`src/logic/core_types_pkg.sv`:
```
`default_nettype none

package core_types_pkg;

    ////////////////////////////////////////////////////////////
    // payload carried by every fetched instruction
    ////////////////////////////////////////////////////////////

    // instruction address
    typedef logic [31:0] pc_t;

    // raw instruction word as fetched
    typedef logic [31:0] inst_t;

    // branch type bits on top of the predicted target
    typedef logic [33:0] brinfo_t;

    // exception raised during fetch, zero when clean
    typedef logic [7:0] ecode_t;

endpackage : core_types_pkg

`default_nettype wire

```
`src/logic/iq_pkg.sv`:
```
`default_nettype none

package iq_pkg;

    // two banks, one per issue slot
    localparam int NUM_BANKS = 2;

    // bank holding the next instruction in program order
    typedef enum logic {
        BANK_A = 1'b0,
        BANK_B = 1'b1
    } bank_sel_e;

endpackage : iq_pkg

`default_nettype wire

```
`src/logic/iq_bank.sv`:
```
`timescale 1ns/1ps
`default_nettype none

module iq_bank
    import core_types_pkg::*;
#(
    parameter int DEPTH = 16
) (
    input  wire logic clk,
    input  wire logic rstn,
    input  wire logic i_flush,

    input  wire logic    i_wr_en,
    input  pc_t          i_wr_pc,
    input  inst_t        i_wr_inst,
    input  brinfo_t      i_wr_brinfo,
    input  ecode_t       i_wr_ecode,

    input  wire logic    i_rd_en,
    output pc_t          o_rd_pc,
    output inst_t        o_rd_inst,
    output brinfo_t      o_rd_brinfo,
    output ecode_t       o_rd_ecode,

    output logic         o_empty,
    output logic         o_nearly_full
);

    localparam int CNT_W = $clog2(DEPTH) + 1;

    typedef logic [CNT_W-1:0] cnt_t;
    typedef logic [DEPTH-1:0] onehot_t;

    // record storage, no reset
    pc_t     mem_pc     [DEPTH];
    inst_t   mem_inst   [DEPTH];
    brinfo_t mem_brinfo [DEPTH];
    ecode_t  mem_ecode  [DEPTH];

    onehot_t wr_ptr;
    onehot_t rd_ptr;
    cnt_t    count;
    cnt_t    count_nxt;

    logic    do_wr;
    logic    do_rd;

    // full bank drops the write
    assign do_wr = i_wr_en && !i_flush && (count != cnt_t'(DEPTH));
    assign do_rd = i_rd_en && !i_flush && !o_empty;

    assign o_empty = (count == '0);

    always_comb begin
        count_nxt = count;
        if (do_wr && !do_rd) begin
            count_nxt = count + cnt_t'(1);
        end else if (do_rd && !do_wr) begin
            count_nxt = count - cnt_t'(1);
        end
    end

    ////////////////////////////////////////////////////////////
    // pointers and occupancy
    ////////////////////////////////////////////////////////////

    always_ff @(posedge clk) begin
        if (!rstn || i_flush) begin
            wr_ptr        <= onehot_t'(1);
            rd_ptr        <= onehot_t'(1);
            count         <= '0;
            o_nearly_full <= 1'b0;
        end else begin
            // rotate left by one entry
            if (do_wr) begin
                wr_ptr <= {wr_ptr[DEPTH-2:0], wr_ptr[DEPTH-1]};
            end
            if (do_rd) begin
                rd_ptr <= {rd_ptr[DEPTH-2:0], rd_ptr[DEPTH-1]};
            end
            count         <= count_nxt;
            // two slots of headroom for a pair already in flight
            o_nearly_full <= (count_nxt >= cnt_t'(DEPTH - 2));
        end
    end

    ////////////////////////////////////////////////////////////
    // storage write and head select
    ////////////////////////////////////////////////////////////

    always_ff @(posedge clk) begin
        for (int i = 0; i < DEPTH; i++) begin
            if (do_wr && wr_ptr[i]) begin
                mem_pc[i]     <= i_wr_pc;
                mem_inst[i]   <= i_wr_inst;
                mem_brinfo[i] <= i_wr_brinfo;
                mem_ecode[i]  <= i_wr_ecode;
            end
        end
    end

    // one-hot mux over the read pointer
    always_comb begin
        o_rd_pc     = '0;
        o_rd_inst   = '0;
        o_rd_brinfo = '0;
        o_rd_ecode  = '0;
        for (int i = 0; i < DEPTH; i++) begin
            if (rd_ptr[i]) begin
                o_rd_pc     = o_rd_pc | mem_pc[i];
                o_rd_inst   = o_rd_inst | mem_inst[i];
                o_rd_brinfo = o_rd_brinfo | mem_brinfo[i];
                o_rd_ecode  = o_rd_ecode | mem_ecode[i];
            end
        end
    end

endmodule : iq_bank

`default_nettype wire

```
`src/logic/iq_steer.sv`:
```
`timescale 1ns/1ps
`default_nettype none

module iq_steer
    import core_types_pkg::*;
    import iq_pkg::*;
#(
    parameter int DEPTH = 16
) (
    input  wire logic       clk,
    input  wire logic       rstn,
    input  wire logic       i_flush,

    input  wire logic [1:0] i_valid,
    input  pc_t             i_pc1,
    input  inst_t           i_inst1,
    input  brinfo_t         i_brinfo1,
    input  ecode_t          i_ecode1,
    input  pc_t             i_pc2,
    input  inst_t           i_inst2,
    input  brinfo_t         i_brinfo2,
    input  ecode_t          i_ecode2,

    input  wire logic [NUM_BANKS-1:0] i_nearly_full,

    output logic [NUM_BANKS-1:0] o_bank_wr,
    output pc_t                  o_bank_pc     [NUM_BANKS],
    output inst_t                o_bank_inst   [NUM_BANKS],
    output brinfo_t              o_bank_brinfo [NUM_BANKS],
    output ecode_t               o_bank_ecode  [NUM_BANKS],
    output logic                 o_full
);

    // banks rely on one-hot rotation and a DEPTH-2 threshold
    if (DEPTH < 4 || (DEPTH & (DEPTH - 1)) != 0) begin : g_bad_depth
        $error("iq_steer: DEPTH must be a power of two of at least 4");
    end

    bank_sel_e in_ptr;

    logic pair_in;
    logic single_in;

    assign pair_in   = i_valid[0] && i_valid[1];
    assign single_in = i_valid[0] && !i_valid[1];

    ////////////////////////////////////////////////////////////
    // slot to bank routing
    ////////////////////////////////////////////////////////////

    // pointed bank takes slot 1, the other takes slot 2
    always_comb begin
        for (int b = 0; b < NUM_BANKS; b++) begin
            if (in_ptr == bank_sel_e'(b[0])) begin
                o_bank_wr[b]     = i_valid[0] && !i_flush;
                o_bank_pc[b]     = i_pc1;
                o_bank_inst[b]   = i_inst1;
                o_bank_brinfo[b] = i_brinfo1;
                o_bank_ecode[b]  = i_ecode1;
            end else begin
                o_bank_wr[b]     = pair_in && !i_flush;
                o_bank_pc[b]     = i_pc2;
                o_bank_inst[b]   = i_inst2;
                o_bank_brinfo[b] = i_brinfo2;
                o_bank_ecode[b]  = i_ecode2;
            end
        end
    end

    // a pair leaves the pointer where it was
    always_ff @(posedge clk) begin
        if (!rstn || i_flush) begin
            in_ptr <= BANK_A;
        end else if (single_in) begin
            in_ptr <= (in_ptr == BANK_A) ? BANK_B : BANK_A;
        end
    end

    assign o_full = |i_nearly_full;

endmodule : iq_steer

`default_nettype wire

```
`src/logic/iq_merge.sv`:
```
`timescale 1ns/1ps
`default_nettype none

module iq_merge
    import core_types_pkg::*;
    import iq_pkg::*;
(
    input  wire logic clk,
    input  wire logic rstn,
    input  wire logic i_flush,
    input  wire logic i_stall,

    input  wire logic [NUM_BANKS-1:0] i_empty,
    input  pc_t                       i_head_pc     [NUM_BANKS],
    input  inst_t                     i_head_inst   [NUM_BANKS],
    input  brinfo_t                   i_head_brinfo [NUM_BANKS],
    input  ecode_t                    i_head_ecode  [NUM_BANKS],

    output logic [NUM_BANKS-1:0] o_bank_rd,

    output pc_t        o_pc1,
    output inst_t      o_inst1,
    output brinfo_t    o_brinfo1,
    output ecode_t     o_ecode1,
    output pc_t        o_pc2,
    output inst_t      o_inst2,
    output brinfo_t    o_brinfo2,
    output ecode_t     o_ecode2,

    output logic [1:0] o_valid,
    output logic       o_busy
);

    bank_sel_e out_ptr;
    bank_sel_e other;

    logic pop_first;
    logic pop_second;

    assign other = (out_ptr == BANK_A) ? BANK_B : BANK_A;

    ////////////////////////////////////////////////////////////
    // pop decision
    ////////////////////////////////////////////////////////////

    // oldest lives in the pointed bank, nothing moves if it is empty
    assign pop_first  = !i_stall && !i_flush && !i_empty[out_ptr];
    assign pop_second = pop_first && !i_empty[other];

    always_comb begin
        for (int b = 0; b < NUM_BANKS; b++) begin
            if (out_ptr == bank_sel_e'(b[0])) begin
                o_bank_rd[b] = pop_first;
            end else begin
                o_bank_rd[b] = pop_second;
            end
        end
    end

    ////////////////////////////////////////////////////////////
    // registered output pair
    ////////////////////////////////////////////////////////////

    always_ff @(posedge clk) begin
        if (!rstn) begin
            out_ptr   <= BANK_A;
            o_valid   <= 2'b00;
            o_pc1     <= '0;
            o_inst1   <= '0;
            o_brinfo1 <= '0;
            o_ecode1  <= '0;
            o_pc2     <= '0;
            o_inst2   <= '0;
            o_brinfo2 <= '0;
            o_ecode2  <= '0;
        end else if (i_flush) begin
            out_ptr <= BANK_A;
            o_valid <= 2'b00;
        end else if (!i_stall) begin
            o_valid <= {pop_second, pop_first};
            if (pop_first) begin
                o_pc1     <= i_head_pc[out_ptr];
                o_inst1   <= i_head_inst[out_ptr];
                o_brinfo1 <= i_head_brinfo[out_ptr];
                o_ecode1  <= i_head_ecode[out_ptr];
            end
            if (pop_second) begin
                o_pc2     <= i_head_pc[other];
                o_inst2   <= i_head_inst[other];
                o_brinfo2 <= i_head_brinfo[other];
                o_ecode2  <= i_head_ecode[other];
            end
            // single pop hands the next turn to the other bank
            if (pop_first && !pop_second) begin
                out_ptr <= other;
            end
        end
    end

    assign o_busy = |o_valid;

endmodule : iq_merge

`default_nettype wire

```
`src/logic/id_queue.sv`:
```
`timescale 1ns/1ps
`default_nettype none

module id_queue
    import core_types_pkg::*;
    import iq_pkg::*;
#(
    parameter int DEPTH = 16
) (
    input  wire logic       clk,
    input  wire logic       rstn,
    input  wire logic       i_flush,
    input  wire logic       i_stall,

    input  wire logic [1:0] i_valid,
    input  pc_t             i_pc1,
    input  inst_t           i_inst1,
    input  brinfo_t         i_brinfo1,
    input  ecode_t          i_ecode1,
    input  pc_t             i_pc2,
    input  inst_t           i_inst2,
    input  brinfo_t         i_brinfo2,
    input  ecode_t          i_ecode2,

    output pc_t             o_pc1,
    output inst_t           o_inst1,
    output brinfo_t         o_brinfo1,
    output ecode_t          o_ecode1,
    output pc_t             o_pc2,
    output inst_t           o_inst2,
    output brinfo_t         o_brinfo2,
    output ecode_t          o_ecode2,

    output logic [1:0]      o_valid,
    output logic            o_full,
    output logic            o_busy
);

    // steer to banks
    logic [NUM_BANKS-1:0] bank_wr;
    pc_t                  bank_wr_pc     [NUM_BANKS];
    inst_t                bank_wr_inst   [NUM_BANKS];
    brinfo_t              bank_wr_brinfo [NUM_BANKS];
    ecode_t               bank_wr_ecode  [NUM_BANKS];

    // banks to merge
    logic [NUM_BANKS-1:0] bank_rd;
    logic [NUM_BANKS-1:0] bank_empty;
    logic [NUM_BANKS-1:0] bank_nearly_full;
    pc_t                  bank_head_pc     [NUM_BANKS];
    inst_t                bank_head_inst   [NUM_BANKS];
    brinfo_t              bank_head_brinfo [NUM_BANKS];
    ecode_t               bank_head_ecode  [NUM_BANKS];

    iq_steer #(
        .DEPTH(DEPTH)
    ) u_steer (
        .clk           (clk),
        .rstn          (rstn),
        .i_flush       (i_flush),
        .i_valid       (i_valid),
        .i_pc1         (i_pc1),
        .i_inst1       (i_inst1),
        .i_brinfo1     (i_brinfo1),
        .i_ecode1      (i_ecode1),
        .i_pc2         (i_pc2),
        .i_inst2       (i_inst2),
        .i_brinfo2     (i_brinfo2),
        .i_ecode2      (i_ecode2),
        .i_nearly_full (bank_nearly_full),
        .o_bank_wr     (bank_wr),
        .o_bank_pc     (bank_wr_pc),
        .o_bank_inst   (bank_wr_inst),
        .o_bank_brinfo (bank_wr_brinfo),
        .o_bank_ecode  (bank_wr_ecode),
        .o_full        (o_full)
    );

    ////////////////////////////////////////////////////////////
    // interleaved banks
    ////////////////////////////////////////////////////////////

    for (genvar g = 0; g < NUM_BANKS; g++) begin : g_bank
        iq_bank #(
            .DEPTH(DEPTH)
        ) u_bank (
            .clk           (clk),
            .rstn          (rstn),
            .i_flush       (i_flush),
            .i_wr_en       (bank_wr[g]),
            .i_wr_pc       (bank_wr_pc[g]),
            .i_wr_inst     (bank_wr_inst[g]),
            .i_wr_brinfo   (bank_wr_brinfo[g]),
            .i_wr_ecode    (bank_wr_ecode[g]),
            .i_rd_en       (bank_rd[g]),
            .o_rd_pc       (bank_head_pc[g]),
            .o_rd_inst     (bank_head_inst[g]),
            .o_rd_brinfo   (bank_head_brinfo[g]),
            .o_rd_ecode    (bank_head_ecode[g]),
            .o_empty       (bank_empty[g]),
            .o_nearly_full (bank_nearly_full[g])
        );
    end

    iq_merge u_merge (
        .clk           (clk),
        .rstn          (rstn),
        .i_flush       (i_flush),
        .i_stall       (i_stall),
        .i_empty       (bank_empty),
        .i_head_pc     (bank_head_pc),
        .i_head_inst   (bank_head_inst),
        .i_head_brinfo (bank_head_brinfo),
        .i_head_ecode  (bank_head_ecode),
        .o_bank_rd     (bank_rd),
        .o_pc1         (o_pc1),
        .o_inst1       (o_inst1),
        .o_brinfo1     (o_brinfo1),
        .o_ecode1      (o_ecode1),
        .o_pc2         (o_pc2),
        .o_inst2       (o_inst2),
        .o_brinfo2     (o_brinfo2),
        .o_ecode2      (o_ecode2),
        .o_valid       (o_valid),
        .o_busy        (o_busy)
    );

endmodule : id_queue

`default_nettype wire

```
`config.mk`:
```
export PLATFORM = sky130hd
export DESIGN_NAME = id_queue
export DESIGN_NICKNAME = d
export VERILOG_FILES = /design/src/logic/core_types_pkg.sv /design/src/logic/iq_pkg.sv /design/src/logic/iq_bank.sv /design/src/logic/iq_steer.sv /design/src/logic/iq_merge.sv /design/src/logic/id_queue.sv
export SDC_FILE = /design/constraint.sdc
export NUM_CORES = 2
export LEC_CHECK = 0
export BUFFER_PORTS_ARGS = -buffer_cell sky130_fd_sc_hd__buf_2
export CAP_MARGIN = 20
export CORE_MARGIN = 2
export CORE_UTILIZATION = 35
export CTS_CLUSTER_DIAMETER = 40
export DETAILED_ROUTE_END_ITERATION = 8
export PLACE_DENSITY = 0.54
export RECOVER_POWER = 25
export SYNTH_ARGS = -nofsm -noshare
export SYNTH_HDL_FRONTEND = slang
export SYNTH_SLANG_ARGS = --single-unit
```
`constraint.sdc`:
```
create_clock -name clk -period 4.77 [get_ports clk]
set_clock_uncertainty 0.05 [all_clocks]
set_input_delay 1.1925 -clock clk [delete_from_list [all_inputs] [get_ports clk]]
set_output_delay 1.1925 -clock clk [all_outputs]
set_load 0.03 [all_outputs]
```
Word level (Yosys, flattened, before mapping)
Memory sizes are Yosys's and may differ from the RTL's. Index checks and enable logic that the tools add are counted.

Bits in registers: 292. Latch bits: 0. Bits in writable memories: 3392. Bits in read-only memories: 0. Bits of input ports: 218. Output and inout bits: 216. Word-level logic and storage cells: 476. Memories kept: 8.

Memories: g_bank[0].u_bank.mem_brinfo (depth 16, width 34, rd ports 16, clocked after memory_dff 0, write ports 16, line iq_bank.sv:37) `brinfo_t mem_brinfo [DEPTH];`; g_bank[1].u_bank.mem_brinfo (depth 16, width 34, rd ports 16, clocked after memory_dff 0, write ports 16, line iq_bank.sv:37); g_bank[0].u_bank.mem_inst (depth 16, width 32, rd ports 16, clocked after memory_dff 0, write ports 16, line iq_bank.sv:36) `inst_t mem_inst [DEPTH];`; g_bank[0].u_bank.mem_pc (depth 16, width 32, rd ports 16, clocked after memory_dff 0, write ports 16, line iq_bank.sv:35) `pc_t mem_pc [DEPTH];`; g_bank[1].u_bank.mem_inst (depth 16, width 32, rd ports 16, clocked after memory_dff 0, write ports 16, line iq_bank.sv:36); g_bank[1].u_bank.mem_pc (depth 16, width 32, rd ports 16, clocked after memory_dff 0, write ports 16, line iq_bank.sv:35); 2 more memories.

Add/sub/neg operators: 4. Multiply operators: 0. Divide/modulo/power cells: 0. Order comparisons: 6. Equality and inequality tests: 2. Shift-type cells: 0. Multiplexer cells: 238. Bitwise logic cells: 125. Reductions and logical operators: 74.

Operators by type and width (count): $mux 32 (80); $or 32x32->32 (60); $mux 34 (40); $or 34x34->34 (30); $mux 8 (40); $or 8x8->8 (30); $mux 1 (74); $logic_and 1x1->1 (52); $mux 5 (4); $logic_not 1->1 (13); $add 5x1->5 const B (2); $ge 5x4->1 const B (2); $logic_not 5->1 (2); $ne 5x5->1 const B (2); $sub 5x1->5 const B (2); $reduce_and 3->1 (2); $reduce_or 2->1 (3); $ge 2x2->1 const B (2); $lt 1x2->1 const B (2); $not 1->2 (2); $not 1->1 (3); $reduce_and 2->1 (1); $logic_or 1x1->1 (1).

Logic depth before layout (Yosys ltp)
Depth in word-level cells: 34. Depth in mapped cells: 10. Depth with buffers taken out: 8.

Modules after synthesis
From an unflattened synthesis, not the netlist that was laid out.

Cells, all modules: 7304. Area total of the unflattened synthesis: 135837.8 um^2.

By module, submodules not included: iq_bank (instances 2, cells each 3041, area each 61335.1 um^2, seq. area each 51689.6 um^2); iq_merge (instances 1, cells each 976, area each 10095.9 um^2, seq. area each 4304.1 um^2); iq_steer (instances 1, cells each 246, area each 3071.7 um^2, seq. area each 20.0 um^2).

Least setup slack after synthesis
No wires, ideal clock.

Kind: input to register. Start point: input port i_flush. End point: memory g_bank[0].u_bank.mem_brinfo[1][238] (netlist bit), enable pin. Library setup time: 478 ps. Data arrival time: 4361 ps. Required time: 4242 ps. Setup slack: -119 ps. Stages on the path: 4. Buffers on the path: 0. Cells stage by stage: nand2b_1 a21o_1 a21oi_2 and2_1.

RTL lines: start, declared (line id_queue.sv:12) `input wire logic i_flush,`; end, declared (line iq_bank.sv:37).

==> key figures <==
Worst setup path
  • Data required, critical path: 5.33 ns
  • Critical path endpoint: g_bank[1].u_bank.mem_inst[1][200]
  • Reg2reg start: u_steer.in_ptr
  • Startpoint Class: flop
  • Crit-path slowest cell: dfxtp_1
  • Crit path capture type: flop
  • WP buf/inv: 3
  • Delay-heaviest family, CP: buffers and inverters
  • CP startpoint: u_steer.in_ptr
  • RR Endpoint: g_bank[1].u_bank.mem_inst[1][200]
  • Worst path cell trace: nor2_1, nor3_1, buf_4, nand2_1, clkinvlp_4, buf_4
  • Reg2Reg Depth: 6
  • Worst Setup Path Type: reg -> reg
  • Worst-path maximum fanout: 23
  • CP Data Arrival Time: approximately 4.6 ns
  • Critical path depth: 6
  • Reg2reg setup slack: between 0.7 and 0.8 ns
  • Worst path most repeated cell: buf_4
  • Crit-path max cell delay: about 1.4 ns

Cells and area
  • Proportion of layout cells with a drive suffix above 1: 19.4%
  • Commonest non-fill, non-tap cell in the layout: edfxtp_1
  • Most frequent cells in the layout: edfxtp_1 (3,392), a22o_1 (848), a221oi_1 (848)
  • Final Non-Filler Cells: about 14,000
  • Synthesis-to-layout area growth: 19.2%
  • Final instance area: ~160,000 µm²
  • Nets@finish: ~8,500

Clocking
  • CTS tree: done
  • CTS sink cnt: around 3,700
  • H-tree depth: 5
  • Clock Latency Late Sink: 0.99 ns
  • CTS root buf: clkbuf_16
  • Worst-path clk slew: 0.06 ns
  • TritonCTS buffer count: roughly 450
  • Post-CTS Resized: 0
  • Post-CTS setup buffers: 0
  • # hold bufs at CTS: 0
  • Clock Path Buffers: 4

Timing
  • RSZ-0062 raised after global routing: no
  • Final critical-path required period: 4.05 ns
  • Worst slew margin: -56.7%
  • Hold Vio Cnt, Final: 0
  • Worst slew pin tran: 2.35 ns
  • Top achievable clock speed: 0.247 GHz
  • Setup WS post-layout: about 0.72 ns
  • Fin. max-slew vios: 50
  • Period Utilization, post-route: a little over four fifths
  • Endpoints failing setup: 0

Yosys
  • Async SR Flop Fraction: 0%
  • Synth Register Bits: roughly 3,700
  • Average size of a mapped cell: around 18 µm²
  • Post-synthesis cell type count: 55
  • Top cell type's share of synthesized area: 75.1%
  • Synth Net Count: 7,854
  • Seq/Total Area, Yosys: about four fifths
  • EDFF count, synth: between 3,000 and 4,000
  • Synth area leaders: edfxtp_1 (75%), a221oi_1 (5.5%), a22o_1 (5.5%)
  • Mapped Cells: between 7,000 and 8,000
  • Synth Warn #: 0
  • Synth area leader: edfxtp_1
  • Commonest register cell after synthesis: edfxtp_1
  • Synthesized cell area: roughly 140,000 µm²

Run status
  • Status: finished, violations left
  • Failing checks: capacitance limit, slew limit

Placement
  • Port Buffer Count: 433
  • GP Congestion: 0.837
  • Post-Place Worst Slack: around 0.57 ns
  • Detail Placement HPWL: 280,000 µm
  • Area post-placement: 146,000 µm²
  • DP Cell Count: approximately 13,000

Pwr
  • Comb pwr share: under 10%
  • Pleak: roughly 50 nW
  • Power Dens Cells: 448 nW/µm²
  • Sequential power share: 49.1%
  • Switching share of power: between 20% and 30%
  • Sw power: 0.0159 W
  • Int Power: ~0.057 W
  • Worst VDD drop: around 0.35 mV
  • Clk network pwr share: around half

Die
  • Die Wd: 627 µm
  • Cell Rows: 228
  • Die area: between 300,000 and 400,000 µm²
  • Number of I/O pins: roughly 430
  • Core area: 386,000 µm²
  • Die Ht: between 600 and 700 µm
  • Initial Utilization: 35.2%

Route
  • Final ANT Viol Nets: 0
  • Met2 WL: approximately 220,000 µm
  • Final wirelength: between 400,000 and 500,000 µm
  • Via density: approximately 5.9
  • Top Metal Used: met5
  • Met1 Wirelength: slightly below 200,000 µm
  • Wire length per cell: 34.1 µm
  • Via count: between 80,000 and 90,000
  • DR DRC count: 0
  • Drt initial violations: approximately 9,700
  • Detailed Routing Iterations Pass 1: 6
  • WL met3: about 41,000 µm

GRT
  • First-pass GRT wire length: 648,000 µm
  • Vias in the first global route: between 70,000 and 80,000
  • GRT overflow: 0
  • Antenna violations before repair: 40
  • Largest net degree at the start of global routing: between 100 and 150
  • Gr usage total: approximately a quarter

Worst hold path
  • Hold Path Class: reg -> reg

Run
  • MaxCap Viol Count: 2
cell families after synthesis:
logic type / synth area share (%)
flip-flops: 79.4
AO/OA/AOI/OAI: 12.5
AND/OR/NAND/NOR: 3.95
buffers and inverters: 1.66
multiplexers: 2.38
XOR/XNOR: 0.0581
adder cells (fa/ha/maj): 0.0443
state kept, by name, summed over array words and instances, names as in the netlist, 10 cells and up:
signal                    cells
u_merge.o_inst1              32
g_bank.u_bank.mem_ecode     256
g_bank.u_bank.rd_ptr         32
u_merge.o_brinfo2            34
g_bank.u_bank.wr_ptr         32
g_bank.u_bank.mem_inst     1024
u_merge.o_pc1                32
g_bank.u_bank.mem_pc       1024
u_merge.o_pc2                32
g_bank.u_bank.mem_brinfo   1088
g_bank.u_bank.count          10
u_merge.o_brinfo1            34
u_merge.o_inst2              32
stage by stage:
step	total power (W)	setup TNS [ns]	util [%]	hold WS, ns
after global routing	0.0741	0	41.9	0.421
after floorplan	0.0371	-8.08	-	0.382
final	0.0724	0	41.9	0.405
after CTS	0.0727	0	42.0	0.371
after detailed placement	0.0381	0	37.9	0.397
after global placement	0.0381	0	37.9	0.393
metal layers:
metal / vias to the layer above / global-route usage, %
li1: 33222 / -
met2: 4396 / 37.9
met4: 10 / 7.97
met5: - / 0
met3: 769 / 4.02
met1: 43321 / 32.0
worst register-to-register path: cells and delay by family, from the launching register on:
kind          cells  cell delay, ns
flops             1            1.40
buf+inv           3            1.57
simple gates      3            0.64
worst min-delay path by stage:
stage / start / slack [ns] / to / depth (start not counted)
final: u_merge.o_brinfo1[20] / 0.40 / u_merge.o_brinfo1[20] / 2
after global placement: g_bank[1].u_bank.wr_ptr[5] / 0.39 / g_bank[1].u_bank.wr_ptr[5] / 2
after global routing: g_bank[1].u_bank.wr_ptr[12] / 0.42 / g_bank[1].u_bank.wr_ptr[12] / 2
after detailed placement: g_bank[1].u_bank.wr_ptr[12] / 0.40 / g_bank[1].u_bank.wr_ptr[12] / 2
after CTS: i_stall / 0.37 / u_merge.o_valid[0] / 3
after floorplan: g_bank[0].u_bank.wr_ptr[15] / 0.38 / g_bank[0].u_bank.wr_ptr[15] / 2
layout make-up:
type                       count  area, µm²
fill                       34219     224000
sequential                  3684     108000
multi-input combinational   3370      25700
clock buffer                 506      11600
tap                         5175       6470
timing repair buffer         745       5870
clock inverter               346       3880
inverter                      40        288
antenna                       20       50.0
power groups by stage:
| stage | clock, W | sequential [W] | combinational, W |
|---|---|---|---|
| final | 0.0350 | 0.0356 | 0.00185 |
| after global routing | 0.0366 | 0.0356 | 0.00196 |
| after floorplan | 0 | 0.0363 | 0.000860 |
| after detailed placement | 0 | 0.0363 | 0.00187 |
| after CTS | 0.0353 | 0.0356 | 0.00187 |
| after global placement | 0 | 0.0362 | 0.00183 |
Yosys cell counts, types with 2 or more instances:
library cell and number:
edfxtp_1 3392, nor3_1 4, or3_1 2, a211o_1 2, nand4_1 4, and4_1 208, buf_1 61, nor2b_1 3
mux2i_1 84, xor2_1 2, o21ai_0 7, and3_1 4, clkbuf_1 418, nand2_1 659, or2_2 2, dfxtp_1 292
a221oi_1 848, inv_1 40, nand2b_1 3, ha_1 4, o211ai_1 9, nor4_1 2, nand3_1 140, a21oi_1 50
buf_2 55, buf_4 3, nor2_1 28, mux2_2 212, xnor2_1 7, and2_1 2, nor3_2 2, a21boi_0 191
o41ai_2 2, a22o_1 848, a21boi_1 21, a211oi_1 2
(Power assumes the default switching activity.)
